### src/mmu_pkg.sv
package mmu_pkg;

    typedef struct packed {
        logic [18:0] vpn2;
        logic [7:0]  asid;
        logic        g;
        logic [19:0] pfn0;
        logic [2:0]  c0;
        logic        d0;
        logic        v0;
        logic [19:0] pfn1;
        logic [2:0]  c1;
        logic        d1;
        logic        v1;
    } tlb_entry_t;

    typedef enum logic [2:0] {
        OP_MTC0_INDEX,
        OP_MTC0_ENTRYHI,
        OP_MTC0_ENTRYLO0,
        OP_MTC0_ENTRYLO1,
        OP_TLBP,
        OP_TLBR,
        OP_TLBWI,
        OP_TLBWR
    } tlb_op_e;

    typedef enum logic [1:0] {
        EXC_NONE,
        EXC_REFILL,
        EXC_INVALID,
        EXC_MODIFIED
    } tlb_exc_e;

    //////////////////////////////////////////////////////////////////////
    // CP0 register fields

    localparam int ELO_PFN_HI  = 25;
    localparam int ELO_PFN_LO  = 6;
    localparam int ELO_C_HI    = 5;
    localparam int ELO_C_LO    = 3;
    localparam int ELO_D       = 2;
    localparam int ELO_V       = 1;
    localparam int ELO_G       = 0;
    localparam int EHI_VPN2_HI = 31;
    localparam int EHI_VPN2_LO = 13;
    localparam int EHI_ASID_HI = 7;
    localparam int EHI_ASID_LO = 0;
    localparam int INDEX_P     = 31;

    localparam logic [31:0] ENTRYLO_MASK = 32'h03ff_ffff;
    localparam logic [31:0] ENTRYHI_MASK = 32'hffff_e0ff;

    localparam logic [2:0] SEG_KSEG0   = 3'b100;
    localparam logic [2:0] SEG_KSEG1   = 3'b101;
    localparam logic [2:0] C_CACHEABLE = 3'd3;

endpackage

### src/tlb_access_if.sv
`timescale 1ns/1ps

interface tlb_access_if import mmu_pkg::*; #(
    parameter int TLB_NUM = 16
);
    localparam int IDX_W = $clog2(TLB_NUM);

    logic [IDX_W-1:0] r_index;
    tlb_entry_t       r_entry;
    logic             we;
    logic [IDX_W-1:0] w_index;
    tlb_entry_t       w_entry;

    modport ctrl (output r_index, we, w_index, w_entry, input r_entry);
    modport tlb (input r_index, we, w_index, w_entry, output r_entry);
endinterface

### src/tlb_search_if.sv
`timescale 1ns/1ps

interface tlb_search_if #(
    parameter int TLB_NUM = 16
);
    localparam int IDX_W = $clog2(TLB_NUM);

    logic [18:0]      vpn2;
    logic             odd_page;
    logic [7:0]       asid;
    logic             found;
    logic [IDX_W-1:0] index;
    logic [19:0]      pfn;
    logic [2:0]       c;
    logic             d;
    logic             v;

    modport requester (output vpn2, odd_page, asid, input found, index, pfn, c, d, v);
    modport tlb (input vpn2, odd_page, asid, output found, index, pfn, c, d, v);
endinterface

### src/addr_translate.sv
`timescale 1ns/1ps

module addr_translate import mmu_pkg::*; (
    input  logic               clk,
    input  logic               resetn,
    input  logic               i_req,
    input  logic [31:0]        i_vaddr,
    input  logic               i_store,
    input  logic [7:0]         i_asid,
    tlb_search_if.requester    search,
    output logic               o_valid,
    output logic [31:0]        o_paddr,
    output logic               o_cached,
    output tlb_exc_e           o_exc
);

    logic [2:0]  seg;
    logic        unmapped;
    logic [31:0] paddr_d;
    logic        cached_d;
    tlb_exc_e    exc_d;

    assign seg      = i_vaddr[31:29];
    assign unmapped = (seg == SEG_KSEG0) || (seg == SEG_KSEG1);

    assign search.vpn2     = i_vaddr[31:13];
    assign search.odd_page = i_vaddr[12];
    assign search.asid     = i_asid;

    always_comb begin
        paddr_d  = '0;
        cached_d = 1'b0;
        exc_d    = EXC_NONE;
        if (unmapped) begin
            paddr_d  = {3'b000, i_vaddr[28:0]};
            cached_d = (seg == SEG_KSEG0); // kseg1 bypasses the cache
        end else if (!search.found) begin
            exc_d = EXC_REFILL;
        end else if (!search.v) begin
            exc_d = EXC_INVALID;
        end else if (i_store && !search.d) begin
            exc_d = EXC_MODIFIED; // Store to a clean page
        end else begin
            paddr_d  = {search.pfn, i_vaddr[11:0]};
            cached_d = (search.c == C_CACHEABLE);
        end
    end

    always_ff @(posedge clk) begin
        if (resetn) begin
            o_valid <= 1'b0;
        end else begin
            o_valid <= i_req;
        end
    end

    always_ff @(posedge clk) begin
        if (i_req) begin
            o_paddr  <= paddr_d;
            o_cached <= cached_d;
            o_exc    <= exc_d;
        end
    end

endmodule

### src/mmu_top.sv
`timescale 1ns/1ps

module mmu_top import mmu_pkg::*; #(
    parameter int TLB_NUM = 16
) (
    input  logic        clk,
    input  logic        resetn,
    input  logic        i_inst_req,
    input  logic [31:0] i_inst_vaddr,
    output logic        o_inst_valid,
    output logic [31:0] o_inst_paddr,
    output logic        o_inst_cached,
    output tlb_exc_e    o_inst_exc,
    input  logic        i_data_req,
    input  logic [31:0] i_data_vaddr,
    input  logic        i_data_store,
    output logic        o_data_valid,
    output logic [31:0] o_data_paddr,
    output logic        o_data_cached,
    output tlb_exc_e    o_data_exc,
    input  logic        i_op_valid,
    input  tlb_op_e     i_op,
    input  logic [31:0] i_op_data,
    output logic        o_op_done,
    output logic [31:0] o_index,
    output logic [31:0] o_entryhi,
    output logic [31:0] o_entrylo0,
    output logic [31:0] o_entrylo1
);

    logic [7:0] asid;

    tlb_search_if #(.TLB_NUM(TLB_NUM)) inst_search ();
    tlb_search_if #(.TLB_NUM(TLB_NUM)) data_search ();
    tlb_search_if #(.TLB_NUM(TLB_NUM)) probe_search ();
    tlb_access_if #(.TLB_NUM(TLB_NUM)) tlb_access ();

    tlb #(.TLB_NUM(TLB_NUM)) u_tlb (
        .clk, .resetn,
        .search_inst(inst_search), .search_data(data_search),
        .search_probe(probe_search), .access(tlb_access)
    );

    addr_translate u_inst_xlat (
        .clk, .resetn, .i_req(i_inst_req), .i_vaddr(i_inst_vaddr),
        .i_store(1'b0), .i_asid(asid), .search(inst_search), // Fetches never store
        .o_valid(o_inst_valid), .o_paddr(o_inst_paddr),
        .o_cached(o_inst_cached), .o_exc(o_inst_exc)
    );

    addr_translate u_data_xlat (
        .clk, .resetn, .i_req(i_data_req), .i_vaddr(i_data_vaddr),
        .i_store(i_data_store), .i_asid(asid), .search(data_search),
        .o_valid(o_data_valid), .o_paddr(o_data_paddr),
        .o_cached(o_data_cached), .o_exc(o_data_exc)
    );

    tlb_ctrl #(.TLB_NUM(TLB_NUM)) u_tlb_ctrl (
        .clk, .resetn, .i_op_valid, .i_op, .i_op_data,
        .probe(probe_search), .access(tlb_access),
        .o_op_done, .o_index, .o_entryhi, .o_entrylo0, .o_entrylo1,
        .o_asid(asid)
    );

endmodule

### src/tlb.sv
`timescale 1ns/1ps

module tlb import mmu_pkg::*; #(
    parameter int TLB_NUM = 16
) (
    input  logic      clk,
    input  logic      resetn,
    tlb_search_if.tlb search_inst,
    tlb_search_if.tlb search_data,
    tlb_search_if.tlb search_probe,
    tlb_access_if.tlb access
);

    localparam int IDX_W = $clog2(TLB_NUM);

    typedef struct packed {
        logic             found;
        logic [IDX_W-1:0] index;
        logic [19:0]      pfn;
        logic [2:0]       c;
        logic             d;
        logic             v;
    } tlb_search_t;

    tlb_entry_t tlb_ram [TLB_NUM];

    //////////////////////////////////////////////////////////////////////
    // Associative lookup shared by all three search ports

    function automatic tlb_search_t lookup(
        input logic [18:0] vpn2,
        input logic        odd_page,
        input logic [7:0]  asid
    );
        tlb_search_t        res;
        tlb_entry_t         hit;
        logic [TLB_NUM-1:0] match;
        res = '0;
        for (int i = 0; i < TLB_NUM; i++) begin
            match[i] = (tlb_ram[i].vpn2 == vpn2) && ((tlb_ram[i].asid == asid) || tlb_ram[i].g);
            if (match[i]) begin
                res.index = res.index | IDX_W'(i); // Entries are assumed unique
            end
        end
        res.found = |match;
        hit = tlb_ram[res.index];
        res.pfn = odd_page ? hit.pfn1 : hit.pfn0;
        res.c   = odd_page ? hit.c1   : hit.c0;
        res.d   = odd_page ? hit.d1   : hit.d0;
        res.v   = odd_page ? hit.v1   : hit.v0;
        return res;
    endfunction

    always_comb begin
        {search_inst.found, search_inst.index, search_inst.pfn,
         search_inst.c, search_inst.d, search_inst.v} =
            lookup(search_inst.vpn2, search_inst.odd_page, search_inst.asid);
    end

    always_comb begin
        {search_data.found, search_data.index, search_data.pfn,
         search_data.c, search_data.d, search_data.v} =
            lookup(search_data.vpn2, search_data.odd_page, search_data.asid);
    end

    always_comb begin
        {search_probe.found, search_probe.index, search_probe.pfn,
         search_probe.c, search_probe.d, search_probe.v} =
            lookup(search_probe.vpn2, search_probe.odd_page, search_probe.asid);
    end

    //////////////////////////////////////////////////////////////////////
    // Entry array

    always_ff @(posedge clk) begin
        if (resetn) begin
            tlb_ram <= '{default: '0}; // Every entry comes up invalid
        end else if (access.we) begin
            tlb_ram[access.w_index] <= access.w_entry;
        end
    end

    assign access.r_entry = tlb_ram[access.r_index];

endmodule

### src/tlb_ctrl.sv
`timescale 1ns/1ps

module tlb_ctrl import mmu_pkg::*; #(
    parameter int TLB_NUM = 16
) (
    input  logic            clk,
    input  logic            resetn,
    input  logic            i_op_valid,
    input  tlb_op_e         i_op,
    input  logic [31:0]     i_op_data,
    tlb_search_if.requester probe,
    tlb_access_if.ctrl      access,
    output logic            o_op_done,
    output logic [31:0]     o_index,
    output logic [31:0]     o_entryhi,
    output logic [31:0]     o_entrylo0,
    output logic [31:0]     o_entrylo1,
    output logic [7:0]      o_asid
);

    localparam int          IDX_W      = $clog2(TLB_NUM);
    localparam logic [31:0] INDEX_MASK = (32'd1 << INDEX_P) | ((32'd1 << IDX_W) - 32'd1);

    logic [IDX_W-1:0] random_q;
    tlb_entry_t       w_entry;

    function automatic logic [31:0] pack_lo(
        input logic [19:0] pfn,
        input logic [2:0]  c,
        input logic        d,
        input logic        v,
        input logic        g
    );
        logic [31:0] lo;
        lo = '0;
        lo[ELO_PFN_HI:ELO_PFN_LO] = pfn;
        lo[ELO_C_HI:ELO_C_LO]     = c;
        lo[ELO_D]                 = d;
        lo[ELO_V]                 = v;
        lo[ELO_G]                 = g;
        return lo;
    endfunction

    //////////////////////////////////////////////////////////////////////
    // Search, read and write ports

    assign probe.vpn2     = o_entryhi[EHI_VPN2_HI:EHI_VPN2_LO];
    assign probe.odd_page = 1'b0;
    assign probe.asid     = o_asid;
    assign o_asid         = o_entryhi[EHI_ASID_HI:EHI_ASID_LO];

    always_comb begin
        w_entry      = '0;
        w_entry.vpn2 = o_entryhi[EHI_VPN2_HI:EHI_VPN2_LO];
        w_entry.asid = o_asid;
        w_entry.g    = o_entrylo0[ELO_G] & o_entrylo1[ELO_G]; // Global only if both halves say so
        w_entry.pfn0 = o_entrylo0[ELO_PFN_HI:ELO_PFN_LO];
        w_entry.c0   = o_entrylo0[ELO_C_HI:ELO_C_LO];
        w_entry.d0   = o_entrylo0[ELO_D];
        w_entry.v0   = o_entrylo0[ELO_V];
        w_entry.pfn1 = o_entrylo1[ELO_PFN_HI:ELO_PFN_LO];
        w_entry.c1   = o_entrylo1[ELO_C_HI:ELO_C_LO];
        w_entry.d1   = o_entrylo1[ELO_D];
        w_entry.v1   = o_entrylo1[ELO_V];
    end

    assign access.r_index = o_index[IDX_W-1:0];
    assign access.we      = i_op_valid && (i_op == OP_TLBWI || i_op == OP_TLBWR);
    assign access.w_index = (i_op == OP_TLBWR) ? random_q : o_index[IDX_W-1:0];
    assign access.w_entry = w_entry;

    always_ff @(posedge clk) begin
        if (resetn) begin
            o_op_done  <= 1'b0;
            o_index    <= '0;
            o_entryhi  <= '0;
            o_entrylo0 <= '0;
            o_entrylo1 <= '0;
            random_q   <= IDX_W'(TLB_NUM - 1);
        end else begin
            o_op_done <= i_op_valid;
            random_q  <= random_q - 1'b1; // Wraps from 0 to TLB_NUM-1
            if (i_op_valid) begin
                case (i_op)
                    OP_MTC0_INDEX:    o_index    <= i_op_data & INDEX_MASK;
                    OP_MTC0_ENTRYHI:  o_entryhi  <= i_op_data & ENTRYHI_MASK;
                    OP_MTC0_ENTRYLO0: o_entrylo0 <= i_op_data & ENTRYLO_MASK;
                    OP_MTC0_ENTRYLO1: o_entrylo1 <= i_op_data & ENTRYLO_MASK;
                    OP_TLBP: begin
                        if (probe.found) begin
                            o_index <= 32'(probe.index);
                        end else begin
                            o_index[INDEX_P] <= 1'b1; // Index field stays as it was
                        end
                    end
                    OP_TLBR: begin
                        o_entryhi <= {access.r_entry.vpn2, 5'b0, access.r_entry.asid};
                        o_entrylo0 <= pack_lo(access.r_entry.pfn0, access.r_entry.c0,
                                              access.r_entry.d0, access.r_entry.v0,
                                              access.r_entry.g);
                        o_entrylo1 <= pack_lo(access.r_entry.pfn1, access.r_entry.c1,
                                              access.r_entry.d1, access.r_entry.v1,
                                              access.r_entry.g);
                    end
                    default: ; // TLBWI and TLBWR go out on the write port
                endcase
            end
        end
    end

endmodule

### config.mk
export PLATFORM = sky130hd
export DESIGN_NAME = mmu_top
export DESIGN_NICKNAME = d
export VERILOG_FILES = /design/src/mmu_pkg.sv /design/src/tlb_access_if.sv /design/src/tlb_search_if.sv /design/src/addr_translate.sv /design/src/mmu_top.sv /design/src/tlb.sv /design/src/tlb_ctrl.sv
export SDC_FILE = /design/constraint.sdc
export NUM_CORES = 2
export LEC_CHECK = 0
export BUFFER_PORTS_ARGS = -buffer_cell sky130_fd_sc_hd__buf_2
export CAP_MARGIN = 25
export CORE_MARGIN = 2
export CORE_UTILIZATION = 45
export DETAILED_ROUTE_END_ITERATION = 8
export HOLD_SLACK_MARGIN = 0.05
export PLACE_DENSITY_LB_ADDON = 0.15
export REMOVE_ABC_BUFFERS = 1
export SYNTH_ARGS = -nofsm -noshare
export SYNTH_HDL_FRONTEND = slang
export SYNTH_HIERARCHICAL = 1
export SYNTH_SLANG_ARGS = --single-unit
### constraint.sdc
create_clock -name clk -period 5.4 [get_ports clk]
set_input_delay 0.81 -clock clk [delete_from_list [all_inputs] [get_ports clk]]
set_output_delay 0.81 -clock clk [all_outputs]
set_load 0.1 [all_outputs]
==> impl_results.html <==
<table>
<tr><th>Metric</th><th>Value</th></tr>
<tr><th colspan="2">Timing</th></tr>
<tr><td>Relative slew slack</td><td>0.1871</td></tr>
<tr><td>Period utilisation layout</td><td>0.9939</td></tr>
<tr><td>Final number of hold-violating endpoints</td><td>0</td></tr>
<tr><td>Maximum clock skew at final layout</td><td>51.73 ps</td></tr>
<tr><td>Fin. max-slew vios</td><td>0</td></tr>
<tr><td>RSZ-0062 raised after global routing</td><td>false</td></tr>
<tr><td>Maximum operating frequency</td><td>186.3 MHz</td></tr>
<tr><td>Transition time at the pin with the least slew margin</td><td>1219 ps</td></tr>
<tr><td>Hold_ws</td><td>248.4 ps</td></tr>
<tr><td>Setup ws final</td><td>33.13 ps</td></tr>
<tr><td>Final setup fails</td><td>0</td></tr>
<tr><td>Period minus WS final</td><td>5367 ps</td></tr>
<tr><td>Fin Setup TNS</td><td>0 ps</td></tr>
<tr><th colspan="2">Synth</th></tr>
<tr><td>Syn Inst Count</td><td>11.17k</td></tr>
<tr><td>Number of warnings issued by yosys</td><td>6</td></tr>
<tr><td>Mapped cell area</td><td>0.09191 sq mm</td></tr>
<tr><td>Mean instance size in the synthesized netlist</td><td>8.232 sq um</td></tr>
<tr><th colspan="2">GRT</th></tr>
<tr><td>Grt total ovfl</td><td>0</td></tr>
<tr><td>Via count of the first global-routing pass</td><td>84.82k</td></tr>
<tr><td>Maximum number of pins on one net before global-route repair</td><td>157</td></tr>
<tr><td>Wire length of the first global-routing pass</td><td>656,100 um</td></tr>
<tr><td>Antenna violations before repair</td><td>21</td></tr>
<tr><td>All-Layer GR Usage</td><td>0.4360</td></tr>
<tr><th colspan="2">Layout</th></tr>
<tr><td>Layout cells sized above 1</td><td>0.1775</td></tr>
<tr><td>Filler cell count in the final layout</td><td>19.03k</td></tr>
<tr><td>Signed area change from the synthesized netlist to the final layout</td><td>11.59%</td></tr>
<tr><td>Net count, final</td><td>10.98k</td></tr>
<tr><td>Post-route cell area</td><td>0.1026 sq mm</td></tr>
<tr><th colspan="2">Worst setup path</th></tr>
<tr><td>FF-to-FF Start</td><td>u_tlb_ctrl/o_entryhi[2]</td></tr>
<tr><td>Biggest cell delay along the critical path</td><td>640 ps</td></tr>
<tr><td>Critical path data required time</td><td>5990 ps</td></tr>
<tr><td>Register-to-Register Setup Slack</td><td>30 ps</td></tr>
<tr><td>Standard cell with the maximum stage delay on the critical path</td><td>or3_1</td></tr>
<tr><td>Number of buffers and inverters on the critical path</td><td>3</td></tr>
<tr><td>Cells traversed along the worst timing path</td><td>buf_4, xor2_1, nor4_1, a21oi_1, nor3_1, nor4_4, and2_4, inv_2, buf_4, nand2_1, a311o_1, a41oi_1, or3_1, a22o_1</td></tr>
<tr><td>Kind of launch point of the worst setup path</td><td>register</td></tr>
<tr><td>Cell mode on critical path</td><td>buf_4</td></tr>
<tr><td>Critical Setup Path Class</td><td>register to register</td></tr>
<tr><td>Type of element capturing the critical path</td><td>register</td></tr>
<tr><td>Number of cells on the worst reg-to-reg path</td><td>14</td></tr>
<tr><td>Arrival time at the worst endpoint</td><td>5960 ps</td></tr>
<tr><td>Maximum fanout along the worst path</td><td>20</td></tr>
<tr><td>Cell family with the largest share of critical-path delay</td><td>simple AND/OR/NAND/NOR gates</td></tr>
<tr><td>Destination of the worst register-to-register timing path</td><td>u_inst_xlat/o_paddr[18]</td></tr>
<tr><th colspan="2">Power and ir drop</th></tr>
<tr><td>Final Total Pwr</td><td>0.02645 W</td></tr>
<tr><td>Leakage Power</td><td>39.74 nW</td></tr>
<tr><td>Maximum vdd drop</td><td>0.0003639 V</td></tr>
<tr><td>PD cells</td><td>257.9 mW/mm^2</td></tr>
<tr><th colspan="2">Clock network</th></tr>
<tr><td>Clock-pin slew on the worst setup and hold paths</td><td>60 ps</td></tr>
<tr><td>Longest Clk Path Bufs</td><td>3</td></tr>
<tr><td>Number of sinks handled by clock tree synthesis</td><td>1,409</td></tr>
<tr><td>Clk_lat worst skew</td><td>860 ps</td></tr>
<tr><td>Clock root buffer</td><td>clkbuf_16</td></tr>
<tr><td>Clock buffer count from CTS</td><td>167</td></tr>
<tr><td>CTS tree</td><td>built</td></tr>
<tr><td>Number of buffers added to fix hold violations after cts</td><td>0</td></tr>
<tr><td>Total number of H-tree levels</td><td>4</td></tr>
<tr><th colspan="2">Hold path</th></tr>
<tr><td>HP Class</td><td>input port to register</td></tr>
<tr><td>Hold Path Sink</td><td>u_inst_xlat/o_paddr[7]</td></tr>
<tr><td>Hold Crit Start</td><td>i_inst_vaddr[7]</td></tr>
<tr><td>Depth of the worst hold-timing path</td><td>2</td></tr>
<tr><th colspan="2">Drt</th></tr>
<tr><td>Number of antenna-violating nets in the routed design</td><td>0</td></tr>
<tr><td>Number of optimization iterations in the first detailed-route pass</td><td>8</td></tr>
<tr><td>Number of vias per cell after detailed routing</td><td>6.620</td></tr>
<tr><td>Post-detailed-route wirelength per cell</td><td>34.49 um</td></tr>
<tr><td>Final routed DRC violation total</td><td>0</td></tr>
<tr><td>Initial drt markers</td><td>12.60k</td></tr>
<tr><td>Post-detailed-routing wire length</td><td>472,100 um</td></tr>
<tr><td>Count of vias placed by the detailed router</td><td>90.62k</td></tr>
<tr><th colspan="2">Place</th></tr>
<tr><td># port buffers</td><td>261</td></tr>
<tr><td>Post-DP HPWL</td><td>307,000 um</td></tr>
<tr><td>RD Place Congestion</td><td>1.055</td></tr>
<tr><td>Area after detailed placement</td><td>0.09675 sq mm</td></tr>
<tr><td>Worst slack, placed</td><td>-258.6 ps</td></tr>
<tr><th colspan="2">Floorplanning</th></tr>
<tr><td>Die Height</td><td>455.9 um</td></tr>
<tr><td>Initial core utilization</td><td>0.4538</td></tr>
<tr><td>Top-level I/O count</td><td>306</td></tr>
<tr><td>Placeable core region</td><td>0.2025 sq mm</td></tr>
<tr><td>Total die area</td><td>0.2079 sq mm</td></tr>
<tr><td>Number of placement rows</td><td>165</td></tr>
<tr><td>Die outline width</td><td>455.9 um</td></tr>
<tr><th colspan="2">Run status</th></tr>
<tr><td>Outcome</td><td>complete, no violations</td></tr>
<tr><th colspan="2">Run</th></tr>
<tr><td>Maximum capacitance violations</td><td>0</td></tr>
</table>
## how the worst max path moves through the flow
stage | cells past startpoint | start | to | slack [ps]
after floorplan | 14 | u_tlb_ctrl/o_entryhi[6] | u_data_xlat/o_paddr[12] | -20040
after global placement | 16 | i_inst_vaddr[20] | u_inst_xlat/o_paddr[17] | -330
after detailed placement | 16 | i_inst_vaddr[20] | u_inst_xlat/o_paddr[17] | -260
after CTS | 17 | u_tlb_ctrl/o_entryhi[6] | u_inst_xlat/o_paddr[17] | 120
after global routing | 15 | u_tlb_ctrl/o_entryhi[0] | u_inst_xlat/o_paddr[18] | 40
final | 14 | u_tlb_ctrl/o_entryhi[2] | u_inst_xlat/o_paddr[18] | 30
## cell type report
class	instances	area, sq um	area share
antenna	10	25.02	0.0002440
clock buffer	239	4877	0.04755
clock inverter	67	890.9	0.008686
inverter	36	140.1	0.001366
multi-input combinational	8398	56800	0.5538
sequential	1409	28980	0.2825
tap	2672	3343	0.03260
timing repair buffer	857	7507	0.07320
## layout by cell type (no fill, tap or decap), drive strengths merged, types with 45 or more instances in the layout
| cell | instances |
|---|---|
| a211oi | 78 |
| a21boi | 72 |
| a21oi | 1333 |
| a311o | 72 |
| and3 | 102 |
| buf | 857 |
| clkbuf | 239 |
| conb | 46 |
| dfxtp | 1339 |
| edfxtp | 70 |
| inv | 45 |
| mux2 | 302 |
| mux2i | 280 |
| mux4 | 390 |
| nand2 | 2924 |
| nand3 | 251 |
| nand4 | 59 |
| nor2 | 163 |
| nor4 | 294 |
| o211ai | 100 |
| o21ai | 103 |
| o22ai | 78 |
| o311ai | 100 |
| xnor2 | 162 |
| xor2 | 1137 |
## stage by stage
| step | std cells | utilization |
|---|---|---|
| floorplan | 9843 | - |
| global placement | 13370 | 0.4776 |
| detailed placement | 13370 | 0.4777 |
| CTS | 13680 | 0.5062 |
| global route | 13680 | 0.5063 |
| finish | 13690 | 0.5064 |
## flip-flops by register name, summed over array words and instances (netlist names)
| register | count |
|---|---|
| u_tlb_ctrl/o_entrylo1 | 26 |
| u_tlb_ctrl/o_entryhi | 27 |
| u_tlb_ctrl/o_entrylo0 | 26 |
| u_tlb/tlb_ram | 1248 |
| u_tlb_ctrl/o_index | 5 |
| u_data_xlat/o_cached | 1 |
| u_tlb_ctrl/o_op_done | 1 |
| u_data_xlat/o_exc | 2 |
| u_data_xlat/o_valid | 1 |
| u_data_xlat/o_paddr | 32 |
| u_inst_xlat/o_paddr | 32 |
| u_inst_xlat/o_exc | 2 |
| u_inst_xlat/o_valid | 1 |
| u_inst_xlat/o_cached | 1 |
| u_tlb_ctrl/random_q | 4 |
## where the power goes
part | internal [W] | switching [W]
Clock | 0.00707 | 0.00503
Combinational | 0.000897 | 0.00259
Sequential | 0.0106 | 0.000292
## repair_timing
item	4_1_cts	5_1_grt
buffers inserted	0	0
setup endpoints to repair	1	16
pin swaps	0	0
resized for setup	1	2
hold endpoints to repair	0	0
## routing by layer
metal,track usage,vias up,share of wire
met1,0.5215,44420,0.36
met5,0,-,0.00033
met2,0.6705,6359,0.44
li1,-,37950,-
met4,0.3611,22,0.10
met3,0.09598,1873,0.10
Note: power is estimated with default switching activity, not from simulation.
